File: config.mk
export PLATFORM = sky130hd
export DESIGN_NAME = portalSupervisor
export DESIGN_NICKNAME = d
export VERILOG_FILES = /design/src/common/portalPkg.sv /design/src/rtl/portalCfgDecode.sv /design/src/rtl/portalGuard.sv /design/src/rtl/portalSupervisor.sv /design/src/throttle/msgThrottle.sv
export VERILOG_INCLUDE_DIRS = /design/src /design/src/common
export SDC_FILE = /design/constraint.sdc
export NUM_CORES = 1
export LEC_CHECK = 0
export ABC_AREA = 1
export ABC_CLOCK_PERIOD_IN_PS = 2400
export BUFFER_PORTS_ARGS = -buffer_cell sky130_fd_sc_hd__buf_2
export CORE_MARGIN = 2
export CORE_UTILIZATION = 36
export DETAILED_ROUTE_END_ITERATION = 10
export PLACE_DENSITY = 0.69
export SLEW_MARGIN = 20
export SYNTH_ARGS = -nofsm -noshare
export SYNTH_HDL_FRONTEND = slang
export SYNTH_SLANG_ARGS = --single-unit
File: constraint.sdc
create_clock -name EXTCLK -period 2.4 [get_ports EXTCLK]
set_clock_uncertainty 0.05 [all_clocks]
set_input_delay 0.36 -clock EXTCLK [delete_from_list [all_inputs] [get_ports EXTCLK]]
set_output_delay 0.36 -clock EXTCLK [all_outputs]
set_load 0.05 [all_outputs]
File: src/common/portalCtl_consts.svh
`ifndef PORTALCTL_CONSTS_SVH
`define PORTALCTL_CONSTS_SVH

// configuration port widths
`define PORTAL_CFG_ADDR_W 6
`define PORTAL_CFG_DATA_W 32

// task parameter widths
`define PORTAL_PSO_W 24
`define PORTAL_TASK_W 16
`define PORTAL_CPL_W 2
`define PORTAL_CPL_LSB 18

// throttle and status widths
`define PORTAL_CNT_W 8
`define PORTAL_BUDGET_LSB 16
`define PORTAL_TIMER_W 16
`define PORTAL_CTRL_W 16
`define PORTAL_STATE_W 32

// clock cycles per tick
`define PORTAL_TICK_SCALE 20

// register map
`define PORTAL_ADDR_CTRL 6'h38
`define PORTAL_ADDR_RATE 6'h39
`define PORTAL_ADDR_TASK 6'h3B
`define PORTAL_ADDR_PSO 6'h3C

// flag bits in register 38h
`define PORTAL_BIT_SOE 21
`define PORTAL_BIT_ER 20

`endif

File: src/common/portalPkg.sv
package portalPkg;

`include "portalCtl_consts.svh"

	// configuration registers known to the portal
	typedef enum logic [`PORTAL_CFG_ADDR_W-1:0]
	{
		cfgCtrl = `PORTAL_ADDR_CTRL,
		cfgRate = `PORTAL_ADDR_RATE,
		cfgTask = `PORTAL_ADDR_TASK,
		cfgPso  = `PORTAL_ADDR_PSO
	} cfgRegKind;

	// portal datapath lock
	typedef enum logic
	{
		open   = 1'b0,
		locked = 1'b1
	} lockState;

endpackage

File: src/rtl/portalCfgDecode.sv
`timescale 1ns/1ps
`include "portalCtl_consts.svh"

module portalCfgDecode (
	input  logic                             EXTCLK,
	input  logic                             RST,
	input  logic                             cfgStb,
	input  logic [`PORTAL_CFG_ADDR_W-1:0]    cfgAddr,
	input  logic [`PORTAL_CFG_DATA_W-1:0]    cfgData,
	input  logic                             portalReady,
	input  logic                             portalActivation,
	input  logic [`PORTAL_CPL_W-1:0]         csrCpl,
	input  logic [`PORTAL_TASK_W-1:0]        csrTaskId,
	input  logic [`PORTAL_PSO_W-1:0]         cpsr,
	output logic                             soeFlag,
	output logic                             erFlag,
	output logic [`PORTAL_CTRL_W-1:0]        ctrlWord,
	output logic [`PORTAL_CPL_W-1:0]         portalCpl,
	output logic [`PORTAL_TASK_W-1:0]        portalTaskId,
	output logic [`PORTAL_PSO_W-1:0]         portalPso,
	output logic [`PORTAL_CNT_W-1:0]         budgetBase,
	output logic [`PORTAL_TIMER_W-1:0]       timerBase,
	output logic                             rateWrite,
	output portalPkg::cfgRegKind             readSel
);

	import portalPkg::*;

	cfgRegKind addrKind;
	logic      wrCtrl;
	logic      wrRate;
	logic      wrTask;
	logic      wrPso;
	logic      actLoad;

	// ==============================
	// address decode
	// ==============================
	assign addrKind = cfgRegKind'(cfgAddr);
	assign actLoad  = portalReady && portalActivation;

	always_comb
	begin
		wrCtrl = 1'b0;
		wrRate = 1'b0;
		wrTask = 1'b0;
		wrPso  = 1'b0;
		if (cfgStb)
		begin
			case (addrKind)
				cfgCtrl: wrCtrl = 1'b1;
				cfgRate: wrRate = 1'b1;
				cfgTask: wrTask = 1'b1;
				cfgPso:  wrPso  = 1'b1;
				default: wrCtrl = 1'b0;
			endcase
		end
	end

	// rate fields go straight to the throttle, which keeps its own copy
	assign budgetBase = cfgData[`PORTAL_BUDGET_LSB +: `PORTAL_CNT_W];
	assign timerBase  = cfgData[`PORTAL_TIMER_W-1:0];
	assign rateWrite  = wrRate;

	// ==============================
	// flags and readback select
	// ==============================
	always_ff @(posedge EXTCLK)
	begin
		if (!RST)
		begin
			soeFlag <= 1'b0;
			erFlag  <= 1'b1;
			readSel <= cfgCtrl;
		end
		else
		begin
			if (wrCtrl)
			begin
				soeFlag <= cfgData[`PORTAL_BIT_SOE];
				erFlag  <= cfgData[`PORTAL_BIT_ER];
			end
			readSel <= addrKind;
		end
	end

	// control word and task parameters, a config write beats activation
	always_ff @(posedge EXTCLK)
	begin
		if (wrCtrl)
			ctrlWord <= cfgData[`PORTAL_CTRL_W-1:0];
		if (wrTask)
		begin
			portalCpl    <= cfgData[`PORTAL_CPL_LSB +: `PORTAL_CPL_W];
			portalTaskId <= cfgData[`PORTAL_TASK_W-1:0];
		end
		else if (actLoad)
		begin
			portalCpl    <= csrCpl;
			portalTaskId <= csrTaskId;
		end
		if (wrPso)
			portalPso <= cfgData[`PORTAL_PSO_W-1:0];
		else if (actLoad)
			portalPso <= cpsr;
	end

endmodule

File: src/rtl/portalGuard.sv
`timescale 1ns/1ps
`include "portalCtl_consts.svh"

module portalGuard (
	input  logic                         EXTCLK,
	input  logic                         RST,
	input  logic                         mcErrStb,
	input  logic                         portalDis,
	input  logic                         portalRun,
	input  logic                         soeFlag,
	input  logic                         erFlag,
	input  logic [`PORTAL_CTRL_W-1:0]    ctrlWord,
	input  logic [`PORTAL_CPL_W-1:0]     portalCpl,
	input  logic [`PORTAL_TASK_W-1:0]    portalTaskId,
	input  logic [`PORTAL_PSO_W-1:0]     portalPso,
	input  portalPkg::cfgRegKind         readSel,
	output logic                         errReport,
	output logic                         portalRst,
	output logic                         portalLock,
	output logic [`PORTAL_STATE_W-1:0]   portalState
);

	import portalPkg::*;

	lockState lockReg;
	logic     errStop;

	// ==============================
	// error handling
	// ==============================
	assign errStop   = mcErrStb && soeFlag;
	assign errReport = mcErrStb && erFlag;

	// run releases the lock even if an error arrives with it
	always_ff @(posedge EXTCLK)
	begin
		if (!RST)
		begin
			lockReg   <= open;
			portalRst <= 1'b0;
		end
		else
		begin
			portalRst <= !errStop;
			if (portalRun)
				lockReg <= open;
			else if (portalDis || errStop)
				lockReg <= locked;
		end
	end

	assign portalLock = (lockReg == locked);

	// ==============================
	// status readback
	// ==============================
	always_comb
	begin
		portalState = '0;
		case (readSel)
			cfgPso:
				portalState[`PORTAL_PSO_W-1:0] = portalPso;
			cfgTask:
			begin
				portalState[`PORTAL_CPL_LSB +: `PORTAL_CPL_W] = portalCpl;
				portalState[`PORTAL_TASK_W-1:0] = portalTaskId;
			end
			default:
				portalState[`PORTAL_CTRL_W-1:0] = ctrlWord;
		endcase
	end

endmodule

File: src/rtl/portalSupervisor.sv
`timescale 1ns/1ps
`include "portalCtl_consts.svh"

module portalSupervisor #(
	parameter int tickScale = `PORTAL_TICK_SCALE
) (
	input  logic                             EXTCLK,
	input  logic                             RST,
	input  logic                             cfgStb,
	input  logic                             cfgRst,
	input  logic [`PORTAL_CFG_ADDR_W-1:0]    cfgAddr,
	input  logic [`PORTAL_CFG_DATA_W-1:0]    cfgData,
	input  logic                             portalReady,
	input  logic                             portalActivation,
	input  logic [`PORTAL_CPL_W-1:0]         csrCpl,
	input  logic [`PORTAL_TASK_W-1:0]        csrTaskId,
	input  logic [`PORTAL_PSO_W-1:0]         cpsr,
	input  logic                             portalSmsg,
	input  logic                             mcErrStb,
	input  logic                             portalDis,
	input  logic                             portalRun,
	output logic                             smsgGrant,
	output logic                             errReport,
	output logic                             portalRst,
	output logic                             portalLock,
	output logic [`PORTAL_CPL_W-1:0]         portalCpl,
	output logic [`PORTAL_TASK_W-1:0]        portalTaskId,
	output logic [`PORTAL_PSO_W-1:0]         portalPso,
	output logic [`PORTAL_STATE_W-1:0]       portalState
);

	import portalPkg::*;

	logic                         soeFlag;
	logic                         erFlag;
	logic [`PORTAL_CTRL_W-1:0]    ctrlWord;
	logic [`PORTAL_CNT_W-1:0]     budgetBase;
	logic [`PORTAL_TIMER_W-1:0]   timerBase;
	logic                         rateWrite;
	cfgRegKind                    readSel;

	// configuration side
	portalCfgDecode u_portalCfgDecode (
		.EXTCLK(EXTCLK), .RST(RST), .cfgStb(cfgStb), .cfgAddr(cfgAddr), .cfgData(cfgData),
		.portalReady(portalReady), .portalActivation(portalActivation),
		.csrCpl(csrCpl), .csrTaskId(csrTaskId), .cpsr(cpsr),
		.soeFlag(soeFlag), .erFlag(erFlag), .ctrlWord(ctrlWord),
		.portalCpl(portalCpl), .portalTaskId(portalTaskId), .portalPso(portalPso),
		.budgetBase(budgetBase), .timerBase(timerBase), .rateWrite(rateWrite),
		.readSel(readSel)
	);

	// message rate limit
	msgThrottle #(.tickScale(tickScale)) u_msgThrottle (
		.EXTCLK(EXTCLK), .RST(RST), .cfgRst(cfgRst), .rateWrite(rateWrite),
		.budgetBase(budgetBase), .timerBase(timerBase),
		.portalSmsg(portalSmsg), .smsgGrant(smsgGrant)
	);

	// error, lock and status
	portalGuard u_portalGuard (
		.EXTCLK(EXTCLK), .RST(RST), .mcErrStb(mcErrStb), .portalDis(portalDis),
		.portalRun(portalRun), .soeFlag(soeFlag), .erFlag(erFlag), .ctrlWord(ctrlWord),
		.portalCpl(portalCpl), .portalTaskId(portalTaskId), .portalPso(portalPso),
		.readSel(readSel), .errReport(errReport), .portalRst(portalRst),
		.portalLock(portalLock), .portalState(portalState)
	);

endmodule

File: src/throttle/msgThrottle.sv
`timescale 1ns/1ps
`include "portalCtl_consts.svh"

module msgThrottle #(
	parameter int tickScale = `PORTAL_TICK_SCALE
) (
	input  logic                         EXTCLK,
	input  logic                         RST,
	input  logic                         cfgRst,
	input  logic                         rateWrite,
	input  logic [`PORTAL_CNT_W-1:0]     budgetBase,
	input  logic [`PORTAL_TIMER_W-1:0]   timerBase,
	input  logic                         portalSmsg,
	output logic                         smsgGrant
);

	localparam int tickW = (tickScale > 2) ? $clog2(tickScale) : 1;

	logic [tickW-1:0]             tickCnt;
	logic                         tickFlag;
	logic [`PORTAL_CNT_W-1:0]     budgetBaseReg;
	logic [`PORTAL_TIMER_W-1:0]   timerBaseReg;
	logic [`PORTAL_CNT_W-1:0]     budgetCnt;
	logic [`PORTAL_TIMER_W-1:0]   windowTimer;
	logic                         msgEnable;

	// ==============================
	// tick generator
	// ==============================
	// one tick every tickScale cycles, flag is registered
	always_ff @(posedge EXTCLK)
	begin
		if (!RST || tickFlag)
			tickCnt <= '0;
		else
			tickCnt <= tickCnt + 1'b1;
		tickFlag <= RST && (tickCnt == tickW'(tickScale - 2));
	end

	// ==============================
	// budget and window
	// ==============================
	always_ff @(posedge EXTCLK)
	begin
		if (!RST || cfgRst)
		begin
			budgetBaseReg <= '0;
			timerBaseReg  <= '0;
			budgetCnt     <= '0;
			windowTimer   <= '0;
		end
		else
		begin
			if (rateWrite)
			begin
				budgetBaseReg <= budgetBase;
				timerBaseReg  <= timerBase;
			end
			// expired window refills the budget
			if (windowTimer == '0)
			begin
				windowTimer <= timerBaseReg;
				budgetCnt   <= budgetBaseReg;
			end
			else
			begin
				if ((budgetCnt != budgetBaseReg) && tickFlag)
					windowTimer <= windowTimer - 1'b1;
				if ((budgetCnt != '0) && portalSmsg)
					budgetCnt <= budgetCnt - 1'b1;
			end
		end
	end

	// enable lags the counter by a cycle
	always_ff @(posedge EXTCLK)
	begin
		msgEnable <= RST && (budgetCnt != '0);
	end

	assign smsgGrant = portalSmsg && msgEnable && (budgetCnt != '0);

endmodule
==> run_results.csv, run 1 <==
group,metric,value,unit
floorplanning,initial_core_util,36.9,%
setup_path,cp.arrival,1.87,ns
placed_design,placed_cells,1091,
status,status,"finished clean",
placed_design,place_hpwl,10.9,mm
grt,grt_max_degree,49,
setup_path,crit_chain,"inv_1 -> nor3_1 -> nand3_2 -> buf_4 -> o221ai_1 -> buf_2",
layout,areaGrowthSynthToFinish,25.6,%
pwr,switching_share,40.6,%
clock_tree,cts.clk_slew.worst_paths,0.06,ns
floorplanning,die-area,0.0181,sq mm
floorplanning,io_pins,168,
setup_path,cp-startpoint,"u_portalCfgDecode.readSel[1]",
clock_tree,cts-resized-gates,0,
setup_path,end_kind,"primary output",
pwr,power.density,1080,mW/mm^2
sta,tns,0,ns
logic_synthesis,syn_inst,735,
setup_path,required,1.99,ns
placed_design,gp_congestion,0.840,
pwr,clock_power_share,31.8,%
logic_synthesis,yosysWarnings,0,
setup_path,crit_type,"reg2out",
detailed_routing,top_layer_used,"met4",
setup_path,crit_family,"buffers and inverters",
logic_synthesis,async_reset_ff_share,0,%
logic_synthesis,synth_edf_count,58,
logic_synthesis,synth_top_area_share,28.4,%
sta,layout_min_cycle_time,2.28,ns
setup_path,crit_path_start_kind,"flop",
clock_tree,htreeDepth,4,
logic_synthesis,synth_area_leaders,"edfxtp_1 (28%), dfxtp_1 (21%), nand2_1 (9.2%)",
setup_path,cpMaxStageDelayCell,"buf_2",
logic_synthesis,ys.flop_type,"dfxtp_1",
clock_tree,root_buffer,"clkbuf_16",
sta,finalSetupViolCount,0,
clock_tree,cts_tree,"yes",
grt,grt_pass1_vias,4803,
detailed_routing,dr_total_vias,5238,
run,drv_cap,0,
clock_tree,cts_inserted_buffers,17,
sta,tightest_slew,0.659,ns
detailed_routing,totalWireLength,14.9,mm
logic_synthesis,yosysTopAreaCell,"edfxtp_1",
setup_path,cp_slowest_stage_delay,0.31,ns
clock_tree,clock_path_buffers,2,
grt,antenna_found_initial,0,
placed_design,port_buffers,151,
detailed_routing,wl_met2,7.19,mm
layout,final_nets,986,
detailed_routing,drc,0,
detailed_routing,wl_met3,928,um
logic_synthesis,ys_ff_latch,123,
grt,gr-usage-all-layers,16.4,%
pwr,irDropWorstVdd,0.000757,V
sta,rsz0062_at_grt,"false",
layout,insertedDiodeCount,0,
detailed_routing,drtAntennaViolNets,0,
logic_synthesis,yosysSeqAreaShare,49.6,%
floorplanning,rows,47,
detailed_routing,post_drt_via_cell_ratio,4.66,
floorplanning,fp.dieH,135,um
logic_synthesis,ys_types,41,
detailed_routing,first_pass_iters,5,
detailed_routing,drt_iter0_drc,339,
sta,whs,0.0465,ns
logic_synthesis,syn_area_per_cell,8.35,sq um
pwr,p_int,0.00494,W
floorplanning,die_w,135,um
logic_synthesis,ys_top_cells_by_count,"nand2_1 (151), inv_1 (127), dfxtp_1 (65), edfxtp_1 (58), o21ai_0 (55)",
setup_path,cp_max_fo,18,
clock_tree,ctsHoldBuffers,0,
logic_synthesis,synth_most_common_cell,"nand2_1",
min_path,hold_path_class,"in2reg",
logic_synthesis,syn-cell-area,0.00614,sq mm
pwr,switchingPower,0.00337,W
detailed_routing,wl_met1,6.64,mm
sta,maxSlewViolCount,0,
sta,final_hold_viol_count,0,
min_path,min_from,"portalRun",
detailed_routing,wl_per_cell,13.3,um
clock_tree,clk_latency,0.42,ns
sta,fin_crit_sh,95.2,%
setup_path,worst-r2r-setup-slack,0.66,ns
floorplanning,design.core.area,0.0166,sq mm
layout,drive_gt1_share,25.7,%
clock_tree,numClockSinks,123,
pwr,p_seq_share,30.1,%
clock_tree,postCtsSetupRepairBufs,0,
pwr,leakage,3.91,nW
setup_path,worst-path-buf-inv,3,
setup_path,reg2reg_from,"u_msgThrottle.windowTimer[0]",
layout,final_util,46.3,%
pwr,comb_power_share,38.1,%
layout,fin_cells,1123,
sta,max_slew_margin,56.0,%
grt,overflow,0,
grt,grt_pass1_wl,23.3,mm
sta,fmax,0.438,GHz
-- sequential cells by signal (all words and copies together), names as in the netlist, 2 cells and up --
signal                          flops
u_msgThrottle.budgetCnt             8
u_msgThrottle.timerBaseReg         16
u_portalCfgDecode.readSel           6
u_msgThrottle.tickCnt               5
u_portalCfgDecode.portalTaskId     16
u_portalCfgDecode.portalPso        24
u_msgThrottle.budgetBaseReg         8
u_portalCfgDecode.portalCpl         2
u_portalCfgDecode.ctrlWord         16
u_msgThrottle.windowTimer          16
-- cells by family (layout without fill, tap and decap cells) --
| kind of cell | Yosys count | count (layout) | share of synthesized area [%] |
|---|---|---|---|
| compound gates | 129 | 129 | 12.2 |
| xor+xnor | 20 | 20 | 2.85 |
| fa+ha+maj | 6 | 6 | 1.22 |
| buf+inv | 165 | 326 | 11.4 |
| flops | 123 | 123 | 49.6 |
| mux | 18 | 18 | 2.94 |
| other cells | 1 | 8 | 0.0611 |
| simple gates | 273 | 273 | 19.8 |
-- power by group through the flow --
stage / combinational (W) / sequential, W / clock (W)
2_1_floorplan: 0.00252 / 0.00270 / 0
6_report: 0.00317 / 0.00250 / 0.00264
5_1_grt: 0.00360 / 0.00252 / 0.00277
3_3_place_gp: 0.00313 / 0.00255 / 0
4_1_cts: 0.00319 / 0.00250 / 0.00268
3_5_place_dp: 0.00315 / 0.00255 / 0
-- metal layers --
metal	up-vias	global-route usage [%]
met3	16	4.20
met2	159	27.9
met1	2393	20.3
li1	2670	-
met5	-	0
met4	0	5.20
-- area by class of cell --
type / instances / area (sq um)
Tap cell: 220 / 275
Sequential cell: 123 / 3040
Timing Repair Buffer: 162 / 851
Inverter: 132 / 495
Clock inverter: 15 / 191
Fill cell: 1574 / 8940
Clock buffer: 17 / 425
Multi-Input combinational cell: 454 / 2420
-- placed cells by master (no fill, tap or decap), types with 3 or more instances in the layout --
cell type and instances:
o221ai_1 16, ha_1 6, a21oi_2 5, bufinv_16 3, nand2_1 151, edfxtp_1 58, inv_6 3, o21ai_1 8
xor2_1 10, conb_1 8, o22ai_1 3, nor2_1 52, o21ai_0 55, clkinv_4 5, buf_2 151, nor2_4 4
clkbuf_16 17, inv_1 127, a21oi_1 33, nand4_1 4, nand2_2 4, nor2_2 8, buf_4 10, mux2i_1 18
nand3_1 31, xnor2_1 10, nand3_2 4, a31oi_1 4, or2_2 4, nor3_1 3, inv_2 5, dfxtp_1 65
-- worst register-to-register path: cells and delay by family (launching register included) --
family / cells / cell delay (ns)
simple gates: 4 / 0.57
flops: 1 / 0.32
buf+inv: 2 / 0.32
compound gates: 2 / 0.22
fa+ha+maj: 1 / 0.21
-- stage by stage --
step / worst slack, ns / instance area (sq um) / total power (W)
after floorplan: 0.231 / 6160 / 0.00522
after global placement: 0.586 / 7090 / 0.00568
after detailed placement: 0.565 / 7090 / 0.00570
after CTS: 0.121 / 7710 / 0.00837
after global routing: 0.0171 / 7710 / 0.00889
final: 0.116 / 7710 / 0.00832
-- path summary, 6_finish.rpt --
check                                             endpoint  depth (start not counted)
worst max-delay path                        portalState[1]                          6
worst min-delay path              u_portalGuard.portalLock                          2
worst max register to register  u_msgThrottle.budgetCnt[1]                          9
worst min register to register     u_portalGuard.portalRst                          1
No activity file was read; power rests on OpenSTA's default activity.
==> inputs of run 2 (changes only) <==
- SETUP_SLACK_MARGIN: unset -> 0.3
==> run 2 against run 1 <==
- total power increased by 0.27%
- clock-buffer cell count did not move
- first-iteration DRC count decreased by 17%
- via count is 0.61% higher
- sequential cell count unchanged
- critical endpoint is now portalState[5]
- largest cell class unchanged
- final area up 1.7%
- critical path depth unchanged
- largest power group unchanged
- highest routed layer unchanged
- critical path type unchanged
- final cell count unchanged
==> run_results.csv, run 2 (synthesized netlist as in run 1, its figures left out) <==
group,metric,value,unit
setup_path,crit_chain,"nand2_2 -> nor3b_2 -> nand3_2 -> buf_12 -> o221ai_1 -> buf_4",
min_path,hold_end,"u_portalGuard.portalLock",
layout,areaGrowthSynthToFinish,27.8,%
run,drv_cap,0,
min_path,hold_depth,2,
layout,final_cell_mix,"nand2_1 (148), inv_1 (127), buf_2 (126), dfxtp_1 (65), edfxtp_1 (58)",
clock_tree,cts_inserted_buffers,17,
pwr,clock_power_share,31.7,%
clock_tree,clock_path_buffers,2,
floorplanning,io_pins,168,
setup_path,cp_slowest_stage_delay,0.32,ns
clock_tree,clk_latency,0.42,ns
layout,fill_cells,1567,
layout,insertedDiodeCount,0,
clock_tree,cts_tree,"yes",
layout,top_register,"u_portalCfgDecode.portalPso",
grt,antenna_found_initial,0,
pwr,p_int,0.00496,W
sta,finalSetupViolCount,0,
setup_path,crit_path_start_kind,"flop",
sta,fmax,0.465,GHz
setup_path,r2r-end,"u_msgThrottle.windowTimer[13]",
pwr,switching_share,40.6,%
grt,grt_max_degree,49,
sta,maxSlewViolCount,0,
pwr,switchingPower,0.00338,W
layout,largest_reg_flops,24,
pwr,irDropWorstVdd,0.000752,V
setup_path,cpMaxStageDelayCell,"dfxtp_1",
setup_path,end_kind,"primary output",
floorplanning,die_w,135,um
layout,mostFrequentLayoutCell,"nand2_1",
setup_path,cp.arrival,1.74,ns
floorplanning,design.core.area,0.0166,sq mm
sta,rsz0062_at_grt,"true",
detailed_routing,post_drt_via_cell_ratio,4.69,
floorplanning,fp.dieH,135,um
grt,overflow,0,
grt,grt_pass1_vias,4791,
setup_path,reg2reg_from,"u_msgThrottle.windowTimer[0]",
setup_path,crit_type,"reg2out",
status,status,"finished clean",
layout,drive_gt1_share,26.7,%
pwr,power.density,1060,mW/mm^2
detailed_routing,drtAntennaViolNets,0,
pwr,p_seq_share,30.0,%
sta,tns,0,ns
placed_design,place_hpwl,10.9,mm
detailed_routing,totalWireLength,15.1,mm
detailed_routing,drt_iter0_drc,280,
clock_tree,htreeDepth,4,
sta,final_hold_viol_count,0,
sta,layout_min_cycle_time,2.15,ns
setup_path,required,1.99,ns
detailed_routing,first_pass_iters,5,
grt,grt_pass1_wl,23.5,mm
floorplanning,initial_core_util,36.9,%
pwr,comb_power_share,38.2,%
detailed_routing,drc,0,
setup_path,ff2ff_path_depth,10,
detailed_routing,dr_total_vias,5270,
pwr,leakage,3.94,nW
placed_design,placed_area,0.00709,sq mm
grt,gr-usage-all-layers,16.4,%
setup_path,worst-r2r-setup-slack,0.65,ns
placed_design,port_buffers,151,
detailed_routing,wl_per_cell,13.4,um
sta,fin_crit_sh,89.5,%
layout,final_nets,986,
layout,final_util,47.1,%
sta,max_slew_margin,56.0,%
layout,design_area,0.00784,sq mm
min_path,hold_path_class,"in2reg",
floorplanning,rows,47,
setup_path,cp_max_fo,24,
placed_design,gp_congestion,0.840,
floorplanning,die-area,0.0181,sq mm
clock_tree,cts.clk_slew.worst_paths,0.06,ns
clock_tree,numClockSinks,123,
clock_tree,root_buffer,"clkbuf_16",
sta,tightest_slew,0.660,ns
clock_tree,ctsHoldBuffers,0,
min_path,min_from,"portalRun",
[run 2: cell count changes in the layout (fill, tap and decap cells not counted), moves of 3 or more]
cell	change
o221ai_1	-3
o221ai_2	+3
nand2_2	+3
buf_6	+3
buf_2	-25
buf_4	+20
nand2_1	-3
[run 2: repair_timing]
| item | 4_1_cts | 5_1_grt |
|---|---|---|
| hold endpoints to repair | 0 | 0 |
| endpoints found under the setup margin | 24 | 25 |
| gates resized for setup | 30 | 19 |
| pin swaps | 0 | 0 |
| buffers inserted | 0 | 0 |
[run 2: worst max-delay path by stage]
stage | cells past startpoint | to | start | slack, ns
4_1_cts | 6 | portalState[5] | u_portalCfgDecode.readSel[4] | 0.26
3_5_place_dp | 6 | portalState[1] | u_portalCfgDecode.readSel[4] | 0.57
5_1_grt | 8 | portalState[11] | u_portalCfgDecode.readSel[4] | 0.17
2_1_floorplan | 5 | portalState[11] | u_portalCfgDecode.readSel[4] | 0.23
3_3_place_gp | 6 | portalState[5] | u_portalCfgDecode.readSel[4] | 0.59
6_report | 6 | portalState[5] | u_portalCfgDecode.readSel[4] | 0.25
[run 2: power groups by stage]
stage	clock network [W]	logic (W)	registers [W]
floorplan	0	0.00252	0.00270
global placement	0	0.00313	0.00255
detailed placement	0	0.00315	0.00255
CTS	0.00268	0.00320	0.00250
global route	0.00277	0.00361	0.00252
finish	0.00264	0.00319	0.00250
[run 2: area by class of cell]
| type | count | area, sq um | area share (%) |
|---|---|---|---|
| flip-flops and latches | 123 | 3040 | 38.8 |
| multi-input cells | 454 | 2470 | 31.5 |
| repair buffers | 162 | 937 | 12.0 |
| inverters | 132 | 500 | 6.38 |
| clock buffers | 17 | 425 | 5.43 |
| well taps | 220 | 275 | 3.51 |
| clock inverters | 15 | 191 | 2.44 |
[run 2: metal layers]
layer	vias up	GRT usage (%)	share of wire (%)
li1	2670	-	-
met1	2413	20.6	44
met2	173	28.0	49
met3	14	4.20	6.3
met4	0	4.97	0.92
met5	-	0	0
[run 2: critical path: cells and delay by family (launching register included)]
kind | cells | cell delay [ns]
compound gates | 1 | 0.18
simple gates | 3 | 0.38
buf+inv | 2 | 0.43
flops | 1 | 0.32
[run 2: metrics by stage]
step                hold WS (ns)  std cells  power, W  setup slack (ns)
floorplan                  0.374        742   0.00522             0.231
global placement           0.395       1091   0.00568             0.586
detailed placement         0.397       1091   0.00570             0.565
CTS                       0.0405       1123   0.00839             0.263
global route              0.0444       1123   0.00891             0.168
finish                    0.0473       1123   0.00834             0.252
